### config.mk
export PLATFORM = sky130hd
export DESIGN_NAME = cache_request_generator
export DESIGN_NICKNAME = d
export VERILOG_FILES = /design/src/source/cache_req_pkg.sv /design/src/source/buffer_descriptor_regs.sv /design/src/source/request_arbiter.sv /design/src/source/cache_request_builder.sv /design/src/source/request_fifo.sv /design/src/source/cache_request_generator.sv
export SDC_FILE = /design/constraint.sdc
export NUM_CORES = 1
export LEC_CHECK = 0
export BUFFER_PORTS_ARGS = -buffer_cell sky130_fd_sc_hd__buf_2
export CORE_ASPECT_RATIO = 1.4
export CORE_MARGIN = 2
export CORE_UTILIZATION = 30
export DETAILED_ROUTE_END_ITERATION = 7
export PLACE_DENSITY_LB_ADDON = 0.3
export SLEW_MARGIN = 10
export SYNTH_ARGS = -nofsm -noshare
export SYNTH_HDL_FRONTEND = slang
export SYNTH_SLANG_ARGS = --single-unit
### constraint.sdc
create_clock -name ap_clk -period 4.45 [get_ports ap_clk]
set_input_delay 0.6675 -clock ap_clk [delete_from_list [all_inputs] [get_ports ap_clk]]
set_output_delay 0.6675 -clock ap_clk [all_outputs]
set_load 0.02 [all_outputs]
### src/source/cache_req_pkg.sv
// Sizes fixed for three requestors, 32-bit addresses, a 16-deep FIFO; change here only
package cache_req_pkg;

  // ------------------------------------------------
  // Requestor and arbiter sizes
  // ------------------------------------------------
  localparam int NUM_REQUESTORS = 3;
  // Arbiter width rounded up to a power of two
  localparam int NUM_ARB_SLOTS  = 4;
  // Requestor index, wide enough for every arbiter slot
  localparam int SRC_W          = 2;

  // ------------------------------------------------
  // Memory word sizes
  // ------------------------------------------------
  localparam int ADDR_W = 32;
  localparam int DATA_W = 32;
  // One strobe bit per data byte
  localparam int STRB_W = 4;

  // ------------------------------------------------
  // Buffer descriptors
  // ------------------------------------------------
  // One-hot buffer select carried by each packet
  localparam int BUF_ID_W    = 3;
  // buffer_0 to buffer_3
  localparam int NUM_BUFFERS = 4;
  localparam int BUF_INDEX_W = 2;

  // ------------------------------------------------
  // Request FIFO sizing and thresholds
  // ------------------------------------------------
  localparam int FIFO_DEPTH       = 16;
  localparam int FIFO_PTR_W       = $clog2(FIFO_DEPTH);
  // Count needs one more bit to hold a full FIFO
  localparam int FIFO_CNT_W       = FIFO_PTR_W + 1;
  // Leaves room for the two packets still in the pipeline
  localparam int PROG_FULL_THRESH = 12;

  // ------------------------------------------------
  // Packet commands
  // ------------------------------------------------
  // Only the two memory commands reach the cache
  typedef enum logic [2:0] {
    CMD_INVALID      = 3'd0,
    CMD_MEM_READ     = 3'd1,
    CMD_MEM_WRITE    = 3'd2,
    CMD_MEM_RESPONSE = 3'd3,
    CMD_ENGINE       = 3'd4
  } cmd_t;

  // One cache request as stored in the FIFO
  typedef struct packed {
    logic [ADDR_W-1:0] addr;
    logic [DATA_W-1:0] wdata;
    logic [STRB_W-1:0] wstrb;
    cmd_t              cmd;
    // Requestor that issued the packet
    logic [SRC_W-1:0]  source;
  } cache_entry_t;

endpackage : cache_req_pkg

### src/source/buffer_descriptor_regs.sv
// Base is zero until all four registers are written after reset; one write per cycle
module buffer_descriptor_regs (
  input  logic                                 ap_clk,
  input  logic                                 areset_control,
  input  logic                                 desc_wr_en,
  input  logic [cache_req_pkg::BUF_INDEX_W-1:0] desc_wr_index,
  input  logic [cache_req_pkg::ADDR_W-1:0]      desc_wr_base,
  input  logic [cache_req_pkg::BUF_ID_W-1:0]    sel_buffer_id,
  output logic [cache_req_pkg::ADDR_W-1:0]      sel_base
);

  // ------------------------------------------------
  // Base registers and written flags
  // ------------------------------------------------
  logic [cache_req_pkg::ADDR_W-1:0]      base_q [cache_req_pkg::NUM_BUFFERS];
  logic [cache_req_pkg::NUM_BUFFERS-1:0] written_q;

  // Flags track which bases hold a real value
  always_ff @(posedge ap_clk) begin
    if (areset_control) begin
      written_q <= '0;
    end else if (desc_wr_en) begin
      written_q[desc_wr_index] <= 1'b1;
    end
  end

  // Base values themselves
  always_ff @(posedge ap_clk) begin
    if (desc_wr_en) begin
      base_q[desc_wr_index] <= desc_wr_base;
    end
  end

  // ------------------------------------------------
  // Buffer select decode
  // ------------------------------------------------
  always_comb begin
    sel_base = '0;
    // Descriptor incomplete, keep base at zero
    if (&written_q) begin
      case (sel_buffer_id)
        3'b001:  sel_base = base_q[1];
        3'b010:  sel_base = base_q[2];
        3'b100:  sel_base = base_q[3];
        // No bit or several bits set
        default: sel_base = base_q[0];
      endcase
    end
  end

endmodule : buffer_descriptor_regs

### src/source/request_arbiter.sv
// Requestors must hold packets until granted; no grant while hold is high
module request_arbiter (
  input  logic                                  ap_clk,
  input  logic                                  areset_control,
  input  logic                                  hold,
  input  logic [cache_req_pkg::NUM_REQUESTORS-1:0] req_valid,
  input  cache_req_pkg::cmd_t req_cmd [cache_req_pkg::NUM_REQUESTORS],
  input  logic [cache_req_pkg::BUF_ID_W-1:0] req_buffer_id [cache_req_pkg::NUM_REQUESTORS],
  input  logic [cache_req_pkg::ADDR_W-1:0] req_offset [cache_req_pkg::NUM_REQUESTORS],
  input  logic [cache_req_pkg::DATA_W-1:0] req_wdata [cache_req_pkg::NUM_REQUESTORS],
  output logic [cache_req_pkg::NUM_REQUESTORS-1:0] req_grant,
  output logic                                  win_valid,
  output cache_req_pkg::cmd_t                   win_cmd,
  output logic [cache_req_pkg::BUF_ID_W-1:0]    win_buffer_id,
  output logic [cache_req_pkg::ADDR_W-1:0]      win_offset,
  output logic [cache_req_pkg::DATA_W-1:0]      win_wdata,
  output logic [cache_req_pkg::SRC_W-1:0]       win_source
);

  // ------------------------------------------------
  // Requestors padded to the arbiter width
  // ------------------------------------------------
  logic [cache_req_pkg::NUM_ARB_SLOTS-1:0] slot_valid;
  cache_req_pkg::cmd_t slot_cmd [cache_req_pkg::NUM_ARB_SLOTS];
  logic [cache_req_pkg::BUF_ID_W-1:0] slot_buffer_id [cache_req_pkg::NUM_ARB_SLOTS];
  logic [cache_req_pkg::ADDR_W-1:0] slot_offset [cache_req_pkg::NUM_ARB_SLOTS];
  logic [cache_req_pkg::DATA_W-1:0] slot_wdata [cache_req_pkg::NUM_ARB_SLOTS];

  logic [cache_req_pkg::SRC_W-1:0]         last_idx;
  logic [cache_req_pkg::SRC_W-1:0]         cand;
  logic [cache_req_pkg::SRC_W-1:0]         pick_idx;
  logic                                    pick_found;
  logic                                    grant_ok;
  logic [cache_req_pkg::NUM_ARB_SLOTS-1:0] grant_vec;

  always_comb begin
    // Spare slots never request
    slot_valid = '0;
    for (int i = 0; i < cache_req_pkg::NUM_ARB_SLOTS; i++) begin
      slot_cmd[i]       = cache_req_pkg::CMD_INVALID;
      slot_buffer_id[i] = '0;
      slot_offset[i]    = '0;
      slot_wdata[i]     = '0;
    end
    for (int i = 0; i < cache_req_pkg::NUM_REQUESTORS; i++) begin
      slot_valid[i]     = req_valid[i];
      slot_cmd[i]       = req_cmd[i];
      slot_buffer_id[i] = req_buffer_id[i];
      slot_offset[i]    = req_offset[i];
      slot_wdata[i]     = req_wdata[i];
    end
  end

  // ------------------------------------------------
  // Round-robin pick
  // ------------------------------------------------
  // Search starts one past the last winner, last winner comes last
  always_comb begin
    pick_found = 1'b0;
    pick_idx   = '0;
    cand       = '0;
    for (int k = 1; k <= cache_req_pkg::NUM_ARB_SLOTS; k++) begin
      cand = last_idx + k[cache_req_pkg::SRC_W-1:0];
      if (!pick_found && slot_valid[cand]) begin
        pick_found = 1'b1;
        pick_idx   = cand;
      end
    end
  end

  assign grant_ok = pick_found & ~hold;

  always_comb begin
    grant_vec = '0;
    if (grant_ok) begin
      grant_vec[pick_idx] = 1'b1;
    end
  end

  // ------------------------------------------------
  // Grant and winner registers
  // ------------------------------------------------
  always_ff @(posedge ap_clk) begin
    if (areset_control) begin
      req_grant <= '0;
      win_valid <= 1'b0;
      // First search then starts at slot 0
      last_idx  <= '1;
    end else begin
      req_grant <= grant_vec[cache_req_pkg::NUM_REQUESTORS-1:0];
      win_valid <= grant_ok;
      if (grant_ok) begin
        last_idx <= pick_idx;
      end
    end
  end

  // Winner payload
  always_ff @(posedge ap_clk) begin
    if (grant_ok) begin
      win_cmd       <= slot_cmd[pick_idx];
      win_buffer_id <= slot_buffer_id[pick_idx];
      win_offset    <= slot_offset[pick_idx];
      win_wdata     <= slot_wdata[pick_idx];
      win_source    <= pick_idx;
    end
  end

  // At most one requestor granted per cycle
  assert property (@(posedge ap_clk) disable iff (areset_control) $onehot0(req_grant))
    else $error("request_arbiter: more than one grant");

endmodule : request_arbiter

### src/source/cache_request_builder.sv
// Translated address wraps at 32 bits; only read and write commands are pushed
module cache_request_builder (
  input  logic                               ap_clk,
  input  logic                               areset_control,
  input  logic                               win_valid,
  input  cache_req_pkg::cmd_t                win_cmd,
  input  logic [cache_req_pkg::BUF_ID_W-1:0] win_buffer_id,
  input  logic [cache_req_pkg::ADDR_W-1:0]   win_offset,
  input  logic [cache_req_pkg::DATA_W-1:0]   win_wdata,
  input  logic [cache_req_pkg::SRC_W-1:0]    win_source,
  input  logic [cache_req_pkg::ADDR_W-1:0]   sel_base,
  output logic [cache_req_pkg::BUF_ID_W-1:0] sel_buffer_id,
  output logic                               push,
  output cache_req_pkg::cache_entry_t        push_entry
);

  // ------------------------------------------------
  // Request formation
  // ------------------------------------------------
  cache_req_pkg::cache_entry_t entry_next;
  logic                        keep;

  // Register block decodes the select for us
  assign sel_buffer_id = win_buffer_id;

  always_comb begin
    entry_next.addr   = sel_base + win_offset;
    entry_next.wdata  = win_wdata;
    entry_next.cmd    = win_cmd;
    entry_next.source = win_source;
    // Full word on writes, nothing on reads
    if (win_cmd == cache_req_pkg::CMD_MEM_WRITE) begin
      entry_next.wstrb = {cache_req_pkg::STRB_W{1'b1}};
    end else begin
      entry_next.wstrb = '0;
    end
  end

  // ------------------------------------------------
  // Command filter
  // ------------------------------------------------
  // Responses, engine traffic and invalid packets stop here
  assign keep = (win_cmd != cache_req_pkg::CMD_MEM_RESPONSE) &&
                (win_cmd != cache_req_pkg::CMD_ENGINE) &&
                (win_cmd != cache_req_pkg::CMD_INVALID);

  // ------------------------------------------------
  // Registered FIFO write side
  // ------------------------------------------------
  always_ff @(posedge ap_clk) begin
    if (areset_control) begin
      push <= 1'b0;
    end else begin
      push <= win_valid & keep;
    end
  end

  // Entry captured only for real winners
  always_ff @(posedge ap_clk) begin
    if (win_valid) begin
      push_entry <= entry_next;
    end
  end

endmodule : cache_request_builder

### src/source/request_fifo.sv
// Depth must be a power of two; upstream must stop pushing once prog_full is seen
module request_fifo #(
  parameter type entry_t = logic [7:0]
) (
  input  logic   ap_clk,
  input  logic   areset_control,
  input  logic   push,
  input  entry_t push_entry,
  input  logic   pop_ready,
  output logic   pop,
  output entry_t pop_entry,
  output logic   prog_full,
  output logic   fifo_setup
);

  // ------------------------------------------------
  // Storage and pointers
  // ------------------------------------------------
  entry_t                               mem [cache_req_pkg::FIFO_DEPTH];
  logic [cache_req_pkg::FIFO_PTR_W-1:0] wr_ptr;
  logic [cache_req_pkg::FIFO_PTR_W-1:0] rd_ptr;
  logic [cache_req_pkg::FIFO_CNT_W-1:0] count;
  logic [cache_req_pkg::FIFO_CNT_W-1:0] count_next;
  logic                                 empty;
  logic                                 full;

  assign empty = (count == '0);
  assign full  = (count == cache_req_pkg::FIFO_DEPTH);

  // Pop whenever the consumer is ready and data waits
  assign pop       = ~empty & pop_ready;
  // Head is visible in the pop cycle
  assign pop_entry = mem[rd_ptr];

  always_ff @(posedge ap_clk) begin
    if (push) begin
      mem[wr_ptr] <= push_entry;
    end
  end

  // ------------------------------------------------
  // Occupancy
  // ------------------------------------------------
  always_comb begin
    count_next = count;
    if (push && !pop) begin
      count_next = count + 1'b1;
    end else if (pop && !push) begin
      count_next = count - 1'b1;
    end
  end

  always_ff @(posedge ap_clk) begin
    if (areset_control) begin
      wr_ptr     <= '0;
      rd_ptr     <= '0;
      count      <= '0;
      prog_full  <= 1'b0;
      // Held through reset and one cycle beyond
      fifo_setup <= 1'b1;
    end else begin
      fifo_setup <= 1'b0;
      count      <= count_next;
      // Pointers wrap naturally at the power-of-two depth
      if (push) begin
        wr_ptr <= wr_ptr + 1'b1;
      end
      if (pop) begin
        rd_ptr <= rd_ptr + 1'b1;
      end
      prog_full <= (count_next >= cache_req_pkg::PROG_FULL_THRESH);
    end
  end

  // ------------------------------------------------
  // Checks
  // ------------------------------------------------
  // Relies on the arbiter stopping early enough on prog_full
  assert property (@(posedge ap_clk) disable iff (areset_control) push |-> !full)
    else $error("request_fifo: push while full");

  // Pointers and count must agree that data is waiting
  assert property (@(posedge ap_clk) disable iff (areset_control)
    pop |-> ((wr_ptr != rd_ptr) || full))
    else $error("request_fifo: pop while empty");

endmodule : request_fifo

### src/source/cache_request_generator.sv
// Three requestors, one cache port; arbiter holds off during FIFO setup and on prog_full
module cache_request_generator (
  input  logic                                  ap_clk,
  input  logic                                  areset_control,
  input  logic [cache_req_pkg::NUM_REQUESTORS-1:0] req_valid,
  input  cache_req_pkg::cmd_t req_cmd [cache_req_pkg::NUM_REQUESTORS],
  input  logic [cache_req_pkg::BUF_ID_W-1:0] req_buffer_id [cache_req_pkg::NUM_REQUESTORS],
  input  logic [cache_req_pkg::ADDR_W-1:0] req_offset [cache_req_pkg::NUM_REQUESTORS],
  input  logic [cache_req_pkg::DATA_W-1:0] req_wdata [cache_req_pkg::NUM_REQUESTORS],
  output logic [cache_req_pkg::NUM_REQUESTORS-1:0] req_grant,
  input  logic                                  desc_wr_en,
  input  logic [cache_req_pkg::BUF_INDEX_W-1:0] desc_wr_index,
  input  logic [cache_req_pkg::ADDR_W-1:0]      desc_wr_base,
  input  logic                                  cache_ready,
  output logic                                  cache_valid,
  output logic [cache_req_pkg::ADDR_W-1:0]      cache_addr,
  output logic [cache_req_pkg::DATA_W-1:0]      cache_wdata,
  output logic [cache_req_pkg::STRB_W-1:0]      cache_wstrb,
  output cache_req_pkg::cmd_t                   cache_cmd,
  output logic [cache_req_pkg::SRC_W-1:0]       cache_source,
  output logic                                  prog_full,
  output logic                                  fifo_setup
);

  // ------------------------------------------------
  // Internal wiring
  // ------------------------------------------------
  logic                               hold;
  logic                               win_valid;
  cache_req_pkg::cmd_t                win_cmd;
  logic [cache_req_pkg::BUF_ID_W-1:0] win_buffer_id;
  logic [cache_req_pkg::ADDR_W-1:0]   win_offset;
  logic [cache_req_pkg::DATA_W-1:0]   win_wdata;
  logic [cache_req_pkg::SRC_W-1:0]    win_source;
  logic [cache_req_pkg::BUF_ID_W-1:0] sel_buffer_id;
  logic [cache_req_pkg::ADDR_W-1:0]   sel_base;
  logic                               push;
  cache_req_pkg::cache_entry_t        push_entry;
  logic                               pop;
  cache_req_pkg::cache_entry_t        pop_entry;

  // Back-pressure and setup both stall the arbiter
  assign hold = prog_full | fifo_setup;

  buffer_descriptor_regs u_desc_regs (
    .ap_clk        (ap_clk),
    .areset_control(areset_control),
    .desc_wr_en    (desc_wr_en),
    .desc_wr_index (desc_wr_index),
    .desc_wr_base  (desc_wr_base),
    .sel_buffer_id (sel_buffer_id),
    .sel_base      (sel_base)
  );

  request_arbiter u_arbiter (
    .ap_clk        (ap_clk),
    .areset_control(areset_control),
    .hold          (hold),
    .req_valid     (req_valid),
    .req_cmd       (req_cmd),
    .req_buffer_id (req_buffer_id),
    .req_offset    (req_offset),
    .req_wdata     (req_wdata),
    .req_grant     (req_grant),
    .win_valid     (win_valid),
    .win_cmd       (win_cmd),
    .win_buffer_id (win_buffer_id),
    .win_offset    (win_offset),
    .win_wdata     (win_wdata),
    .win_source    (win_source)
  );

  cache_request_builder u_builder (
    .ap_clk        (ap_clk),
    .areset_control(areset_control),
    .win_valid     (win_valid),
    .win_cmd       (win_cmd),
    .win_buffer_id (win_buffer_id),
    .win_offset    (win_offset),
    .win_wdata     (win_wdata),
    .win_source    (win_source),
    .sel_base      (sel_base),
    .sel_buffer_id (sel_buffer_id),
    .push          (push),
    .push_entry    (push_entry)
  );

  request_fifo #(
    .entry_t(cache_req_pkg::cache_entry_t)
  ) u_fifo (
    .ap_clk        (ap_clk),
    .areset_control(areset_control),
    .push          (push),
    .push_entry    (push_entry),
    .pop_ready     (cache_ready),
    .pop           (pop),
    .pop_entry     (pop_entry),
    .prog_full     (prog_full),
    .fifo_setup    (fifo_setup)
  );

  // ------------------------------------------------
  // Registered cache port
  // ------------------------------------------------
  always_ff @(posedge ap_clk) begin
    if (areset_control) begin
      cache_valid <= 1'b0;
    end else begin
      cache_valid <= pop;
    end
  end

  // Payload follows each pop
  always_ff @(posedge ap_clk) begin
    if (pop) begin
      cache_addr   <= pop_entry.addr;
      cache_wdata  <= pop_entry.wdata;
      cache_wstrb  <= pop_entry.wstrb;
      cache_cmd    <= pop_entry.cmd;
      cache_source <= pop_entry.source;
    end
  end

endmodule : cache_request_generator

======== After elaboration in Yosys (flattened, before gate mapping) ========
Memory sizes are Yosys's and may differ from the RTL's. A register that Yosys moved wholly into a read port is not among the register bits.
Index checks and enable logic that the tools add are counted.
word-level totals
  memories ................................ 2
  bits in registers ....................... 172
  memory bits (writable) .................. 1296
  word-level logic and storage cells ...... 116
  input bits .............................. 251
memory list
  name                words  bits a word  rd ports  clocked after memory_dff  wr ports  line                          RTL
  u_fifo.mem          16     73           1         1                         1         request_fifo.sv:19            entry_t mem [cache_req_pkg::FIFO_DEPTH];
  u_desc_regs.base_q  4      32           4         0                         1         buffer_descriptor_regs.sv:15  logic [cache_req_pkg::ADDR_W-1:0] base_q [cache_req_pkg::NUM_BUFFERS];
cells by class
  reduce and logical (&&, ||, !) cells .... 18
  eq/ne operators ......................... 6
  bitwise gates (word level) .............. 9
  add/subtract/negate cells ............... 8
  muxes and demuxes ....................... 42
  order comparisons ....................... 10
operator list
  kind                 number
  $mux 32              5
  $bmux 32 s2          2
  $pmux 32 s3          1
  $add 32x32->32       1
  $lt 2x3->1 const B   6
  $mux 1               15
  $bmux 3 s2           2
  $mux 3               4
  $mux 5               2
  $logic_and 1x1->1    9
  $add 4x1->4 const B  2
  $bmux 1 s2           4
  $mux 2               4
  $eq 3x2->1 const B   2
  $add 5x1->5 const B  1
  $ge 5x4->1 const B   1
  $logic_not 1->1      5
  $logic_not 5->1      1
  $sub 5x1->5 const B  1
  $add 2x2->2 const B  2
  $demux 1 s2          2
  $ge 2x1->1 const B   2
  $mux 4               1
  $or 4x4->4           1
  13 further kinds     17

======== Longest topological paths before layout ========
Gate-level depths: netlist (run 1).
  word-level depth ........................ 17
  depth in mapped cells ................... 17
  mapped depth without buffers ............ 14

======== Hierarchy ========
From an unflattened synthesis (run 1), not the netlist that was laid out.
unflattened totals
  cell total of the unflattened synthesis .. 2720
  area, all modules ....................... 60021.3 um^2
modules (own cells, without submodules)
  module                   seq. area each (um^2)  area each (um^2)  instances  cells each
  request_fifo             35454.0                44940.6           1          1720
  buffer_descriptor_regs   3923.8                 5213.8            1          337
  cache_request_builder    2122.0                 3903.7            1          317
  request_arbiter          2282.2                 3738.6            1          270
  cache_request_generator  2212.1                 2224.6            1          76

======== Worst setup path before layout (run 1) ========
OpenSTA, ideal clock, no wires.
  path type ............................... input to register
  start ................................... in desc_wr_index[1] (netlist name)
  end ..................................... mem u_desc_regs.base_q[0][0] (netlist name), enable pin
  data required time ...................... 3.979 ns
  arrival ................................. 3.123 ns
  cell stages on the path ................. 1
  setup time .............................. 0.471 ns
  path slack .............................. 0.856 ns
  cells stage by stage .................... nor3b_1
RTL lines
  what                line                           RTL
  start: declaration  cache_request_generator.sv:12  input logic [cache_req_pkg::BUF_INDEX_W-1:0] desc_wr_index,
  end: declaration    buffer_descriptor_regs.sv:15
No word-level cell before the write port.

==> results of run 1 <==
[synthesized netlist by cell type, types with 3 or more instances]
cell type | n | area share, %
a211oi_1 | 4 | 0.052
a21o_1 | 14 | 0.18
a21oi_1 | 32 | 0.28
a221oi_1 | 12 | 0.18
a22oi_1 | 83 | 1.1
a31oi_1 | 5 | 0.055
and2_1 | 19 | 0.21
and3_1 | 6 | 0.066
buf_1 | 11 | 0.072
buf_2 | 31 | 0.27
buf_4 | 3 | 0.039
clkbuf_1 | 91 | 0.60
dfxtp_1 | 27 | 0.94
edfxtp_1 | 1460 | 77
ha_1 | 38 | 0.83
inv_1 | 24 | 0.16
mux4_2 | 350 | 14
nand2_1 | 170 | 1.1
nand2b_1 | 5 | 0.055
nand3_1 | 13 | 0.11
nand4_1 | 8 | 0.087
nor2_1 | 119 | 0.78
nor2b_1 | 8 | 0.087
nor3_1 | 8 | 0.070
nor3b_1 | 4 | 0.052
o211ai_1 | 4 | 0.052
o21a_1 | 7 | 0.092
o21ai_0 | 15 | 0.13
o21bai_1 | 3 | 0.039
o221ai_1 | 19 | 0.29
o22a_1 | 19 | 0.29
o31ai_1 | 3 | 0.039
or4_1 | 3 | 0.039
xnor2_1 | 24 | 0.37
xor2_1 | 12 | 0.18
[worst min path at each step]
stage                                           end  slack [ps]                    start  cells past startpoint
after floorplan             u_builder.push_entry[0]         400  u_arbiter.win_source[0]                      0
after global placement      u_builder.push_entry[1]         400  u_arbiter.win_source[1]                      0
after detailed placement   u_builder.push_entry[25]         400  u_arbiter.win_wdata[16]                      0
after CTS                 u_desc_regs.base_q[1][25]           2         desc_wr_base[25]                      1
after global routing      u_desc_regs.base_q[3][30]          40         desc_wr_base[30]                      1
final                     u_desc_regs.base_q[1][28]          80         desc_wr_base[28]                      1
[cells by family (layout without fill, tap and decap cells)]
| group | count (synthesis) | after routing | synth area share, % |
|---|---|---|---|
| buffers and inverters | 163 | 700 | 1.170 |
| adders and majority gates | 39 | 39 | 0.8659 |
| DFF | 1487 | 1487 | 77.56 |
| muxes | 352 | 352 | 13.81 |
| and+or+nand+nor | 374 | 374 | 2.818 |
| xor gates and xnor gates | 36 | 36 | 0.5510 |
| AOI/OAI and AO/OA | 245 | 245 | 3.225 |
| other | 0 | 1 | 0 |
[stage by stage]
step / worst slack [ps] / std cells / power [W] / hold WS [ps] / cell area [um^2]
4_1_cts: 628.1 / 5716 / 0.03512 / 2.234 / 67310
2_1_floorplan: 855.9 / 2696 / 0.02063 / 400.3 / 57220
6_report: 630.8 / 5717 / 0.03458 / 82.01 / 67320
3_3_place_gp: 733.9 / 5441 / 0.02254 / 403.1 / 62440
3_5_place_dp: 633.5 / 5441 / 0.02256 / 404.5 / 62440
5_1_grt: 258.1 / 5717 / 0.03595 / 39.47 / 67320
[worst max-delay path, cell delays in order (launching register included)]
cell and delay, ps:
edfxtp_1 500, nor2b_1 210, buf_4 220, o31ai_1 80, buf_4 200, a221oi_1 320, nor2_1 90, ha_1 340
a21o_1 180, a21oi_1 320, and4b_1 300, a21oi_4 120, a2111oi_4 420, nor2_1 100, xor2_1 150
[sequential cells by signal, summed over array words and instances, names as in the netlist, 2 cells and up]
register                 flops
u_fifo.mem                1120
u_desc_regs.base_q         128
u_builder.push_entry        70
cache_addr                  32
cache_wdata                 32
u_arbiter.win_offset        32
u_arbiter.win_wdata         32
u_fifo.count                 5
u_desc_regs.written_q        4
u_fifo.rd_ptr                4
u_fifo.wr_ptr                4
cache_cmd                    3
u_arbiter.req_grant          3
u_arbiter.win_buffer_id      3
u_arbiter.win_cmd            3
cache_source                 2
u_arbiter.last_idx           2
u_arbiter.win_source         2
[power by group]
part           internal, W  leakage, nW  switching [W]  total (W)
logic              0.00259         5.62        0.00268    0.00527
clock network      0.00703         2.36        0.00547     0.0125
registers           0.0162         13.5       0.000587     0.0168
[routing by layer]
metal / wire (um) / GRT usage, %
met1: 59920 / 18.75
met2: 68390 / 23.85
met3: 6872 / 2.610
met4: 2295 / 3.367
met5: 7 / 0
[area by class of cell]
| cell class | count | area (um^2) |
|---|---|---|
| multi-input combinational | 1046 | 12240 |
| tap | 2483 | 3107 |
| fill | 17450 | 122100 |
| clock inverter | 87 | 894.6 |
| inverter | 26 | 103.9 |
| antenna | 1 | 2.502 |
| timing repair buffer | 399 | 2585 |
| sequential | 1487 | 44400 |
| clock buffer | 188 | 3981 |
==> metrics.cfg, run 1 <==
[setup_path]
cp-end-kind=flop
cp_max_fo=13
rr_worst_depth=14
cp-start-kind=flop
startpoint=u_arbiter.win_buffer_id[0]
cp.arrival_ps=4350
timing.rr.start=u_arbiter.win_buffer_id[0]
r2r-end=u_builder.push_entry[64]
endpoint=u_builder.push_entry[64]
r2r_slack_ps=630
path_class=flop to flop
required_ps=4980

[clocking]
h-tree-depth=4
cts.clk_slew.worst_paths_ps=60
cts.sinks=1487
insertion_delay_ps=800
post_cts_resized=0
cts_max_path_buffers=3
postCtsSetupRepairBufs=0
root_buffer=clkbuf_16
cts_tree=yes
cts_hold_buf=0
cts_buffers=153

[final_layout]
nNetsFinal=3403
final_common_cell=edfxtp_1
fin_util_pct=35.54
final_cell_mix=1460 x edfxtp_1, 350 x mux4_2, 329 x buf_2
syn2layout_area_growth_pct=17.64
drive_gt1_share_pct=30.84

[timing]
fin_crit_sh_pct=85.82
fmax_mhz=261.8
rsz0062_at_grt=no
hold_viol=0
setup_tns_ps=0
fin_skew_ps=45.30
maxSlewViolCount=0
worst_pin_slew_ps=1043
setup_viol=0
max_slew_margin_pct=30.29
period_needed_ps=3819

[synth]
syn_avg_cell_area_um2=21.23
yosysSeqAreaShare_pct=77.56
synth_enable_flop_cells=1460
synth_flop_cell=edfxtp_1
ys_warn_count=0
syn_nets=2986
synth.cell_area_um2=57220
synth.distinct_cells=67
async_flop_share_pct=0
syn-instance-count=2696
ys_ff_latch=1487

[grt]
grt_max_degree=71
grt_overflow=0
grt_use_total_pct=14.08
grt_pass1_wl_um=201200
antenna_found_initial=5
first_global_vias=29080

[floorplan]
num_io_pins=330
row_count=189
die_area_um2=194300
coreArea_um2=189400
initial_core_util_pct=30.21
die_w_um=373.1
die_h_um=520.8

[drt]
wirelength_um=137500
vias=27540
remaining_drc_errors=0
firstDrtPassIters=7
ant_nets=0
wire_per_inst_um=24.05
drt_iter0_drc=2327
viasPerCell=4.817

[pwr]
p_leak_nw=21.46
ir_worst_vdd_uv=261.2
pwr_density_cell_nw_per_um2=513.7

[placed_design]
gp_congestion=0.7719
port_buffers=329
dpl.hpwl_um=77460

[outcome]
status=complete, no violations

[min_path]
min_path_type=primary input to flop

[job]
drv_cap=0

Power figures use the tool's default switching activity.
==> run 2, diff against run 1 <==
--- a/config.mk
+++ b/config.mk
@@ -6,7 +6,7 @@
 export NUM_CORES = 1
 export LEC_CHECK = 0
 export BUFFER_PORTS_ARGS = -buffer_cell sky130_fd_sc_hd__buf_2
-export CORE_ASPECT_RATIO = 1.4
+export CORE_ASPECT_RATIO = 1.2
 export CORE_MARGIN = 2
 export CORE_UTILIZATION = 30
 export DETAILED_ROUTE_END_ITERATION = 7
==> metrics.cfg, run 2 (synthesized netlist as in run 1, its figures left out) <==
[clocking]
insertion_delay_ps=780  ; -20 ps
cts.clk_slew.worst_paths_ps=60  ; about the same
root_buffer=clkbuf_16
cts_buffers=153  ; unchanged
h-tree-depth=4  ; unchanged
cts_tree=yes
postCtsSetupRepairBufs=0  ; unchanged
cts.sinks=1487  ; unchanged
post_cts_resized=0  ; unchanged
cts_max_path_buffers=3  ; unchanged
cts_hold_buf=0  ; unchanged

[final_layout]
top_regs=u_fifo.mem: 1120 flops, u_desc_regs.base_q: 128 flops, u_builder.push_entry: 70 flops
final_common_cell=edfxtp_1
nNetsFinal=3404  ; +0.029%
final_cell_mix=1460 x edfxtp_1, 350 x mux4_2, 329 x buf_2
final_cells=5710  ; -0.12%
drive_gt1_share_pct=30.70  ; -0.14 points
largest_register=u_fifo.mem
largest_reg_flops=1120  ; unchanged
syn2layout_area_growth_pct=17.32

[placed_design]
dp_cells=5437  ; -0.074%
gp_congestion=0.8299  ; +7.5%
dp_slack_ps=720.3  ; +86.76 ps
dpl.hpwl_um=81960  ; +5.8%
port_buffers=329  ; unchanged

[drt]
remaining_drc_errors=0  ; unchanged
wire_per_inst_um=24.63  ; +2.4%
wirelength_um=140600  ; +2.3%
viasPerCell=4.896  ; +1.6%
firstDrtPassIters=6  ; -1
drt_iter0_drc=2401  ; +3.2%
ant_nets=0  ; unchanged
vias=27960  ; +1.5%

[min_path]
min_from=desc_wr_base[27]
min_path_cells=1  ; unchanged
min_to=u_desc_regs.base_q[3][27]
min_path_type=primary input to flop

[setup_path]
timing.rr.start=u_arbiter.win_buffer_id[0]
cp_max_fo=12  ; -1
path_class=flop to flop
cp-end-kind=flop
required_ps=4960  ; -20 ps
path_cells=o21ai_0 > o31ai_1 > buf_4 > a221oi_1 > nor2_1 > ha_1 > a21o_1 > a21oi_1 > o21ai_1 > a221o_1 > a31oi_2 > o31ai_1 > xnor2_1
cp_common_cell=o31ai_1
rr_worst_depth=13  ; -1
cpMaxStageDelayCell=edfxtp_1
cp-start-kind=flop
r2r_slack_ps=670  ; +40 ps
cp.arrival_ps=4290  ; -60 ps
critPathBufInv=1  ; -1
max_stage_delay_ps=480  ; -20 ps
crit_family=compound AO/OA/AOI/OAI gates
r2r-end=u_builder.push_entry[72]
cp.depth=13  ; -1

[grt]
grt_busiest_layer=met2
grt_pass1_wl_um=202900  ; +0.84%
antenna_found_initial=6  ; +1
grt.met2_usage_pct=23.42  ; -0.43 points
grt.met3_usage_pct=2.631  ; +0.022 points
grt_use_total_pct=14.35  ; +0.27 points
grt_max_degree=75  ; +5.6%
met1_usage_pct=19.84  ; +1.1 points
grt_overflow=0  ; unchanged
first_global_vias=28830  ; -0.85%

[pwr]
total_power_w=0.03438  ; -0.59%
pwr_density_cell_nw_per_um2=512.1  ; -0.33%
p_leak_nw=21.40  ; -0.29%
ir_worst_vdd_uv=373.6  ; +43%

[floorplan]
num_io_pins=330  ; unchanged
die_w_um=402.7  ; +7.9%
coreArea_um2=189600  ; +0.11%
initial_core_util_pct=30.18  ; -0.032 points
die_area_um2=194300  ; about the same
row_count=175  ; -7.4%
die_h_um=482.4  ; -7.4%

[timing]
setup_tns_ps=0  ; unchanged
setup_viol=0  ; unchanged
rsz0062_at_grt=no
fin_crit_sh_pct=84.86  ; -0.97 points
period_needed_ps=3776  ; -43.07 ps
hold_viol=0  ; unchanged
fin_skew_ps=28.04  ; -17.26 ps
worst_pin_slew_ps=980.9  ; -62.21 ps
fin_ws_ps=673.9  ; +43.07 ps
fmax_mhz=264.8  ; +1.1%
max_slew_margin_pct=34.61  ; +4.3 points
maxSlewViolCount=0  ; unchanged

[outcome]
status=complete, no violations

[job]
drv_cap=0  ; unchanged

run 2: cell types whose count changed in the layout (fill, tap and decap cells not counted), moves of 5 or more:
| cell | previous run | this run |
|---|---|---|
| inv_16 | 7 | 0 |
| buf_12 | 33 | 28 |
| buf_4 | 37 | 43 |
| clkinv_1 | 30 | 38 |
| clkbuf_1 | 34 | 29 |
| inv_6 | 3 | 8 |
run 2: worst max path at each step:
stage / from / end / slack, ps
after floorplan: desc_wr_index[1] / u_desc_regs.base_q[0][0] / 860
after global placement: u_arbiter.win_buffer_id[2] / u_builder.push_entry[64] / 740
after detailed placement: u_arbiter.win_buffer_id[2] / u_builder.push_entry[71] / 720
after CTS: u_arbiter.win_buffer_id[0] / u_builder.push_entry[64] / 710
after global routing: u_arbiter.win_buffer_id[2] / u_builder.push_entry[71] / 400
final: u_arbiter.win_buffer_id[0] / u_builder.push_entry[72] / 670
run 2: area by class of cell:
cell class                 count  area (um^2)
tap                         2478         3100
timing repair buffer         400         2530
fill                       17480       122500
multi-input combinational   1046        12240
sequential                  1487        44400
clock inverter                84        685.7
clock buffer                 188         4076
antenna                        1        2.502
inverter                      26        102.6
run 2: power by group:
| part | internal, W | leakage [nW] | switching, W | total, W |
|---|---|---|---|---|
| combinational | 0.00257 | 5.61 | 0.00268 | 0.00525 |
| sequential | 0.0162 | 13.5 | 0.000620 | 0.0168 |
| clock | 0.00702 | 2.31 | 0.00526 | 0.0123 |
run 2: per-stage QoR:
| step | instance area [um^2] | hold slack, ps | utilization, % |
|---|---|---|---|
| 5_1_grt | 67130 | 80.56 | 35.40 |
| 6_report | 67140 | 104.9 | 35.41 |
| 3_5_place_dp | 62370 | 407.7 | 32.89 |
| 3_3_place_gp | 62370 | 405.2 | 32.89 |
| 2_1_floorplan | 57220 | 400.3 | - |
| 4_1_cts | 67130 | 41.54 | 35.40 |
run 2: metal layers:
| metal | share of wire, % | vias up |
|---|---|---|
| met3 | 5.6 | 167 |
| met2 | 48 | 900 |
| li1 | - | 12040 |
| met1 | 45 | 14850 |
| met5 | 0.0092 | - |
| met4 | 1.7 | 2 |
